--- config.mk ---
export PLATFORM = sky130hd
export DESIGN_NAME = cpu_id
export DESIGN_NICKNAME = d
export VERILOG_FILES = /design/src/common.sv /design/src/regfile.sv /design/src/cpu_id.sv
export VERILOG_INCLUDE_DIRS = /design/src
export SDC_FILE = /design/constraint.sdc
export NUM_CORES = 2
export LEC_CHECK = 0
export ABC_AREA = 0
export CAP_MARGIN = 5
export CORE_MARGIN = 2
export CORE_UTILIZATION = 40
export DETAILED_ROUTE_END_ITERATION = 8
export DONT_BUFFER_PORTS = 1
export GPL_ROUTABILITY_DRIVEN = 0
export GPL_TIMING_DRIVEN = 0
export SLEW_MARGIN = 20
export SYNTH_ARGS = -nofsm -noshare
export SYNTH_HDL_FRONTEND = slang
export SYNTH_SLANG_ARGS = --single-unit
export TNS_END_PERCENT = 1
--- constraint.sdc ---
create_clock -name clk_i -period 6.06 [get_ports clk_i]
set_input_delay 1.212 -clock clk_i [delete_from_list [all_inputs] [get_ports clk_i]]
set_output_delay 1.212 -clock clk_i [all_outputs]
set_load 0.005 [all_outputs]
--- src/cpu_params.svh ---
`ifndef CPU_PARAMS_SVH
`define CPU_PARAMS_SVH

// pc value carried by a bubble
`define NOP_PC 32'hffff_ffff

// addi x0, x0, 0
`define NOP_IR 32'h0000_0013

// data memory depth in words
`define DMEM_WORDS 64

`endif

--- src/common.sv ---
`default_nettype none

package common;

typedef logic [31:0] word_t;     // data or address word
typedef logic [4:0]  regaddr_t;  // register index

typedef enum logic [3:0] {
    ADD, SUB, AND, OR, XOR,
    SLL, SRL, SRA, SLT, SLTU,
    COPY2                        // result is op2, lui
} alu_mode_t;

typedef enum logic [1:0] {
    MA_X,                        // no memory access
    MA_LOAD,
    MA_STORE
} ma_mode_t;

typedef enum logic {
    MA_B,                        // byte, zero-extended on load
    MA_W
} ma_size_t;

typedef enum logic [1:0] {
    WB_SRC_NONE,
    WB_SRC_ALU,
    WB_SRC_MEM
} wb_src_t;

// major opcodes of the supported subset
typedef enum logic [6:0] {
    OPC_LOAD  = 7'b0000011,
    OPC_IMM   = 7'b0010011,
    OPC_STORE = 7'b0100011,
    OPC_REG   = 7'b0110011,
    OPC_LUI   = 7'b0110111
} opcode_t;

typedef struct packed {
    logic [6:0] funct7;
    regaddr_t   rs2;
    regaddr_t   rs1;
    logic [2:0] funct3;
    regaddr_t   rd;
    logic [6:0] opcode;
} r_fmt_t;

typedef struct packed {
    logic [11:0] imm12;
    regaddr_t    rs1;
    logic [2:0]  funct3;
    regaddr_t    rd;
    logic [6:0]  opcode;
} i_fmt_t;

typedef struct packed {
    logic [6:0] imm7;            // imm[11:5]
    regaddr_t   rs2;
    regaddr_t   rs1;
    logic [2:0] funct3;
    logic [4:0] imm5;            // imm[4:0]
    logic [6:0] opcode;
} s_fmt_t;

typedef struct packed {
    logic [19:0] imm20;
    regaddr_t    rd;
    logic [6:0]  opcode;
} u_fmt_t;

// one instruction word, four views
typedef union packed {
    r_fmt_t r_fmt;
    i_fmt_t i_fmt;
    s_fmt_t s_fmt;
    u_fmt_t u_fmt;
} instr_u;

endpackage

`default_nettype wire

--- src/regfile.sv ---
`timescale 1ns/1ps
`default_nettype none

module regfile
    import common::*;
    (
        input  wire logic     clk_i,
        input  wire logic     rst_n_i,
        input  wire regaddr_t rs1_i,
        input  wire regaddr_t rs2_i,
        output word_t         rd1_o,
        output word_t         rd2_o,
        input  wire logic     we_i,
        input  wire regaddr_t wa_i,
        input  wire word_t    wd_i
    );

word_t regs [1:31];   // x0 is not stored

function automatic word_t read_port(regaddr_t a);
    if (a == '0)
        return '0;
    if (we_i && a == wa_i)
        return wd_i;      // write-through
    return regs[a];
endfunction

always_comb begin
    rd1_o = read_port(rs1_i);
    rd2_o = read_port(rs2_i);
end

always_ff @(posedge clk_i) begin
    if (!rst_n_i) begin
        for (int i = 1; i < 32; i++)
            regs[i] <= '0;
    end else if (we_i && wa_i != '0) begin
        regs[wa_i] <= wd_i;
    end
end

endmodule

`default_nettype wire

--- src/cpu_id.sv ---
`timescale 1ns/1ps
`default_nettype none
`include "cpu_params.svh"

module cpu_id
    import common::*;
    (
        input  wire logic     clk_i,
        input  wire logic     rst_n_i,
        input  wire logic     instr_valid_i,   // feeder offers an instruction
        input  wire word_t    instr_i,
        input  wire word_t    pc_i,

        input  wire regaddr_t ex_wb_addr_i,    // forwarding from EX
        input  wire word_t    ex_wb_data_i,
        input  wire logic     ex_wb_ready_i,   // low for a load in EX
        input  wire logic     ex_wb_valid_i,
        input  wire regaddr_t ma_wb_addr_i,    // forwarding from MA
        input  wire word_t    ma_wb_data_i,
        input  wire logic     ma_wb_valid_i,
        input  wire logic     rf_we_i,         // retire write port
        input  wire regaddr_t rf_wa_i,
        input  wire word_t    rf_wd_i,

        output logic          stall_o,         // load-use hazard

        output word_t         pc_o,
        output word_t         ir_o,
        output word_t         alu_op1_o,
        output word_t         alu_op2_o,
        output alu_mode_t     alu_mode_o,
        output ma_mode_t      ma_mode_o,
        output ma_size_t      ma_size_o,
        output word_t         ma_data_o,
        output wb_src_t       wb_src_o,
        output word_t         wb_data_o,
        output logic          wb_valid_o
    );

instr_u    ir;
word_t     rf_rd1;
word_t     rf_rd2;
word_t     rs1_val;
word_t     rs2_val;
word_t     op1;
word_t     op2;
logic      rs1_used;
logic      rs2_used;
alu_mode_t alu_mode;
ma_mode_t  ma_mode;
ma_size_t  ma_size;
wb_src_t   wb_src;
logic      wb_valid;
word_t     imm_i;
word_t     imm_s;
word_t     imm_u;

assign ir = instr_i;

regfile regfile0 (
    .clk_i   (clk_i),
    .rst_n_i (rst_n_i),
    .rs1_i   (ir.r_fmt.rs1),
    .rs2_i   (ir.r_fmt.rs2),
    .rd1_o   (rf_rd1),
    .rd2_o   (rf_rd2),
    .we_i    (rf_we_i),
    .wa_i    (rf_wa_i),
    .wd_i    (rf_wd_i)
);

assign imm_i = {{20{ir.i_fmt.imm12[11]}}, ir.i_fmt.imm12};
assign imm_s = {{20{ir.s_fmt.imm7[6]}}, ir.s_fmt.imm7, ir.s_fmt.imm5};
assign imm_u = {ir.u_fmt.imm20, 12'b0};

// funct3 to alu mode, alt picks sub / sra
function automatic alu_mode_t f3_mode(logic [2:0] f3, logic alt);
    case (f3)
        3'b000:  return alt ? SUB : ADD;
        3'b001:  return SLL;
        3'b010:  return SLT;
        3'b011:  return SLTU;
        3'b100:  return XOR;
        3'b101:  return alt ? SRA : SRL;
        3'b110:  return OR;
        default: return AND;
    endcase
endfunction

// priority EX, then MA, then regfile
function automatic word_t fwd(regaddr_t a, word_t rf_val);
    if (a == '0)
        return '0;
    if (ex_wb_valid_i && ex_wb_addr_i == a)
        return ex_wb_data_i;
    if (ma_wb_valid_i && ma_wb_addr_i == a)
        return ma_wb_data_i;
    return rf_val;
endfunction

always_comb begin
    rs1_val  = fwd(ir.r_fmt.rs1, rf_rd1);
    rs2_val  = fwd(ir.r_fmt.rs2, rf_rd2);
    rs1_used = 1'b0;
    rs2_used = 1'b0;
    op1      = rs1_val;
    op2      = rs2_val;
    alu_mode = ADD;
    ma_mode  = MA_X;
    ma_size  = (ir.r_fmt.funct3 == 3'b010) ? MA_W : MA_B;   // lw/sw vs lbu/sb
    wb_src   = WB_SRC_NONE;
    wb_valid = 1'b0;
    case (ir.r_fmt.opcode)
        OPC_REG: begin
            rs1_used = 1'b1;
            rs2_used = 1'b1;
            alu_mode = f3_mode(ir.r_fmt.funct3, ir.r_fmt.funct7[5]);
            wb_src   = WB_SRC_ALU;
            wb_valid = 1'b1;
        end
        OPC_IMM: begin
            rs1_used = 1'b1;
            op2      = imm_i;
            alu_mode = f3_mode(ir.r_fmt.funct3,
                               ir.r_fmt.funct3 == 3'b101 && ir.r_fmt.funct7[5]);
            wb_src   = WB_SRC_ALU;
            wb_valid = 1'b1;
        end
        OPC_LUI: begin
            op1      = '0;
            op2      = imm_u;
            alu_mode = COPY2;
            wb_src   = WB_SRC_ALU;
            wb_valid = 1'b1;
        end
        OPC_LOAD: begin
            rs1_used = 1'b1;
            op2      = imm_i;           // address = rs1 + imm
            ma_mode  = MA_LOAD;
            wb_src   = WB_SRC_MEM;
            wb_valid = 1'b1;
        end
        OPC_STORE: begin
            rs1_used = 1'b1;
            rs2_used = 1'b1;            // store data
            op2      = imm_s;
            ma_mode  = MA_STORE;
        end
        default: ;                      // unsupported, no effect
    endcase
end

// EX load not yet ready and feeding a source
always_comb begin
    stall_o = instr_valid_i && ex_wb_valid_i && !ex_wb_ready_i && ex_wb_addr_i != '0
              && ((rs1_used && ir.r_fmt.rs1 == ex_wb_addr_i)
                  || (rs2_used && ir.r_fmt.rs2 == ex_wb_addr_i));
end

always_ff @(posedge clk_i) begin
    if (!rst_n_i || !instr_valid_i || stall_o) begin   // issue a bubble
        pc_o       <= `NOP_PC;
        ir_o       <= `NOP_IR;
        alu_op1_o  <= '0;
        alu_op2_o  <= '0;
        alu_mode_o <= ADD;
        ma_mode_o  <= MA_X;
        ma_size_o  <= MA_W;
        ma_data_o  <= '0;
        wb_src_o   <= WB_SRC_NONE;
        wb_data_o  <= '0;
        wb_valid_o <= 1'b0;
    end else begin
        pc_o       <= pc_i;
        ir_o       <= instr_i;
        alu_op1_o  <= op1;
        alu_op2_o  <= op2;
        alu_mode_o <= alu_mode;
        ma_mode_o  <= ma_mode;
        ma_size_o  <= ma_size;
        ma_data_o  <= rs2_val;
        wb_src_o   <= wb_src;
        wb_data_o  <= '0;               // no non-alu source decoded here
        wb_valid_o <= wb_valid;
    end
end

endmodule

`default_nettype wire

======== After elaboration in Yosys (flattened, before gate mapping) ========
Memories as Yosys holds them, arrays and structs flattened.
Cells that the tools add are included.
cells by class
  equal/unequal tests ..................... 19
  reductions and logical operators ........ 32
  multiplexer cells ....................... 53
operator list
  operator              count
  $mux W32              17
  $pmux W32 S3          1
  $pmux W4 S7           2
  $eq A5 B5 Y1          8
  $reduce_or A32 Y1     1
  $mux W1               29
  $eq A7 B6 Y1 const B  3
  $logic_and A1 B1 Y1   14
  $pmux W4 S3           1
  $logic_not A5 Y1      2
  $reduce_bool A5 Y1    2
  $eq A3 B3 Y1 const B  3
  $pmux W2 S2           2
  $reduce_or A4 Y1      2
  $eq A7 B2 Y1 const B  1
  $eq A7 B5 Y1 const B  1
  $eq A3 B2 Y1 const B  2
  $reduce_or A2 Y1      3
  $mux W5               1
  $eq A3 B1 Y1 const B  1
  $logic_not A1 Y1      3
  $logic_not A3 Y1      1
  $logic_or A1 B1 Y1    3
  $reduce_or A3 Y1      1
storage, ports and cells
  memories ................................ 1
  word-level logic and storage cells ...... 115
  input bits .............................. 182
  output and inout port bits .............. 203
  RAM bits ................................ 992
  flip-flop bits (word level) ............. 170
memories
  memory         words  width  rd ports  clocked after Yosys merged registers in  write ports  RTL line       text
  regfile0.regs  31     32     2         0                                        31           regfile.sv:18  word_t regs [1:31];

======== Logic depth before layout (Yosys ltp) ========
  depth after elaboration ................. 10
  mapped depth ............................ 12
  mapped depth without buffers ............ 6

======== Modules after synthesis ========
Synthesis repeated with hierarchy kept, for this count alone.
second synthesis, totals
  cell total of the unflattened synthesis .. 4,750
  area total of the unflattened synthesis .. 63,070.5 µm²
modules (own cells, without submodules)
  module   seq. area each (µm²)  cells each  instances  area an instance (µm²)
  regfile  30,749.5              3,833       1          55,134.1
  cpu_id   3,403.3               917         1          7,936.4

======== Worst setup path after synthesis ========
Ideal clock, no wire load.
  kind .................................... input port to flip-flop
  from .................................... input rf_wa_i[4]
  to ...................................... memory regfile0.regs[20][0] (netlist bit) (enable)
  path slack .............................. 1.058 ns
  data required time ...................... 5.594 ns
  cell stages on the path ................. 6
  library setup time ...................... 0.466 ns
  path buffers ............................ 3
  arrival time ............................ 4.536 ns
  path through ............................ clkbuf_1 > or3_1 > clkbuf_1 > nand3b_1 > clkbuf_1 > o21ai_0
RTL lines
  what         RTL line       text
  from (decl)  cpu_id.sv:22   input wire regaddr_t rf_wa_i,
  to (decl)    regfile.sv:18

======== Final worst setup path ========
  from .................................... input instr_i[19]
  to ...................................... register alu_op1_o[16]
between the ends
  longest elaborated chain between the ends .. 8
  elaborated cells between the ends (all ways) .. 29
  those cells by class .................... 4 x eq/ne; 15 x mux; 9 x reduce/logical; 1 x memory
RTL lines
  what                                                                     RTL line       text
  from (decl)                                                              cpu_id.sv:11   input wire word_t instr_i,
  parallel branches: the longest is 8 deep, another holds $mem_v2 Z31 W32  n/a
  to (signal assigned)                                                     cpu_id.sv:176  alu_op1_o <= op1;
  to (decl)                                                                cpu_id.sv:29   output word_t alu_op1_o,
Several ways; the timed one is not identified. The select of a mux whose other input is x is not followed.
A chain may end at the register's enable or synchronous reset.

==> qor.csv <==
metric;value;unit
period_minus_slack;5210;ps
synth.area.mux_share;20.4;%
clock_skew;31.7;ps
violations;design-rule violations;
rr_startpoint;regfile0.regs[15][2];
synth_top_family_by_area;multiplexers;
vias_per_cell;6.68;
yosys_warnings;0;
final_max_slew_viol_count;0;
hold_slack;518;ps
critPathRequiredTime;6610;ps
yosys.area_share.simple;13.5;%
ir_drop;232;µV
yosysMostFrequentCell;edfxtp_1;
path_common_cell;clkbuf_1;
finalSetupViolations;0;
fin_tns_setup;0;ps
yosys.cell_types.count;72;
clock-root-buffer;clkbuf_16;
dpl.hpwl;209;mm
worst_path_largest_cell_delay;1070;ps
chipWidth;399;µm
drv_cap;0;
routedWlPerCell;41.2;µm
grt_max_degree;22;
holdBufCountCts;0;
finalNetCount;4839;
cp.buffers_inverters;3;
drt_iter0_markers;8268;
arrival;5770;ps
cts_made_buffers;120;
grt_pass1_wl;373;mm
critical-path-top-delay-family;simple AND/OR/NAND/NOR gates;
grt_usage;34.9;%
maxSlewHeadroom;8.91;%
synth_compound_area_share;6.41;%
ctsResizeCount;0;
synth_area_leaders;edfxtp_1 (49%), mux4_2 (15%), and2_1 (9.4%);
outcome;finished, violations left;
io_buffers;0;
design.core.area;154000;µm²
fp-row-count;144;
path_clk_slew;70;ps
cts_buffer_depth;3;
ios;385;
dr.pass1.iters;9;
start_util;40.4;%
die_h;399;µm
crit_chain;clkbuf_1 -> nor2_1 -> clkbuf_1 -> a21oi_1 -> nand3_1 -> clkbuf_1 -> nor4_1;
critPathKind;input pin to flip-flop;
yosysSeqAreaShare;54.8;%
setup.worst_path.start;instr_i[19];
ant_nets;0;
min_from;rf_wd_i[7];
synth_top_cell_by_area;edfxtp_1;
synth_top_cell_area_share;49.3;%
grt-ovfl-total;0;
cts_setup_buffers;0;
synth_edf_count;1024;
synth_xor_area_share;0.435;%
route.detailed.drc;1;
avgSynthCellArea;14.1;µm²
synth_area;62400;µm²
syn2layout_area_growth;14.5;%
rsz0062_at_grt;no;
powerDensity;286;nW/µm²
insertion_delay;790;ps
p_leak;25.0;nW
vias;45774;
htree_num_levels;3;
endpoint_kind;flip-flop;
async_flop_share;0;%
path_max_fanout;10;
hold_violations;0;
syn_inst;4412;
synth_fa_ha_area_share;0;%
drive_gt1_share;21.0;%
worst_pin_slew;1370;ps
drt-total-wl;282;mm
clock_sinks;1194;
hp-class;input pin to flip-flop;
fmax;192;MHz
startpoint_type;input pin;
antenna_found_initial;47;
dieArea;159000;µm²
netlist_top_cells_count;edfxtp_1 (1024), and2_1 (938), mux4_2 (407);
cts_tree;yes;
yosys_register_bits;1194;
grt_pass1_vias;43176;
crit_path_top_delay_cell;nor4_1;
synthFlopType;edfxtp_1;
fin_crit_sh;86.0;%
[metal layers]
| metal | vias up | GRT usage, % | wire length (µm) |
|---|---|---|---|
| met5 | - | 0 | 93 |
| met4 | 14 | 26.8 | 26300 |
| met1 | 22920 | 39.8 | 90800 |
| li1 | 17487 | - | - |
| met3 | 1100 | 15.2 | 44000 |
| met2 | 4253 | 51.5 | 121000 |
[metrics by stage]
stage	utilization, %	total power [mW]	setup slack, ps	std cells	instance area [µm²]
after global routing	46.2	20.7	965	6826	71300
after floorplan	-	11.2	1060	4475	62600
after global placement	42.2	12.3	-2910	6519	65200
final	46.2	20.4	847	6848	71400
after CTS	46.2	20.2	1110	6806	71300
after detailed placement	43.5	12.4	493	6579	67100
[report_power, final]
part / leakage [nW] / switching [mW] / internal (mW)
registers: 11.1 / 0.247 / 9.36
clock network: 2.06 / 3.50 / 4.48
logic: 11.8 / 1.76 / 1.04
total: 25.0 / 5.50 / 14.9
[logic make-up (layout without fill, tap and decap cells)]
family	count (synthesis)	count (layout)
other	1	106
buffers and inverters	526	813
AND/OR/NAND/NOR	1432	1432
XOR/XNOR	31	31
multiplexers	734	734
flip-flops	1194	1194
AO/OA/AOI/OAI	494	494
[worst paths after layout]
| kind | to | slack, ps | depth (start not counted) |
|---|---|---|---|
| worst max-delay path | alu_op1_o[16] | 850 | 7 |
| worst min-delay path | regfile0.regs[0][7] | 520 | 0 |
| worst max register to register | alu_op2_o[2] | 2620 | 6 |
| worst min register to register | ma_data_o[7] | 990 | 4 |
[flip-flops by register name (all words and copies together) (netlist names), 2 cells and up]
signal / count
pc_o: 32
ma_data_o: 32
alu_op1_o: 32
wb_src_o: 2
ir_o: 32
alu_op2_o: 32
regfile0.regs: 1024
alu_mode_o: 4
ma_mode_o: 2
[area by class of cell]
type / count / area (µm²)
Inverter: 12 / 45.0
Fill cell: 13536 / 83000
Antenna cell: 42 / 105
Sequential cell: 1194 / 34200
Multi-Input combinational cell: 2755 / 26000
Tap cell: 2044 / 2560
Buffer: 514 / 2800
Timing Repair Buffer: 60 / 1570
Clock inverter: 78 / 773
Clock buffer: 149 / 3380
[cell usage in the layout, fill, tap and decap left out, types with 17 or more instances in the layout]
master     count
a2111oi_0     21
a211oi_1      39
a21o_1        17
a21oi_1       36
a221oi_1      79
a22o_1        19
a22oi_1       43
and2_1       938
and3_1        41
buf_16        53
buf_2         55
buf_4         89
buf_6         45
clkbuf_1     305
clkbuf_16    131
clkbuf_2      20
clkinv_1      17
clkinv_2      25
conb_1        64
dfxtp_1      170
diode_2       42
edfxtp_1    1024
mux2_2        47
mux2i_1      268
mux4_2       407
nand2_1       31
nand2b_1      52
nand3_1       20
nor2_1       127
nor2b_1       24
nor3_1       131
nor4_1        32
o211ai_1      24
o21ai_4       31
o221ai_1      60
o22ai_1       17
o31ai_1       17
xor2_1        24
(Power assumes the default switching activity.)
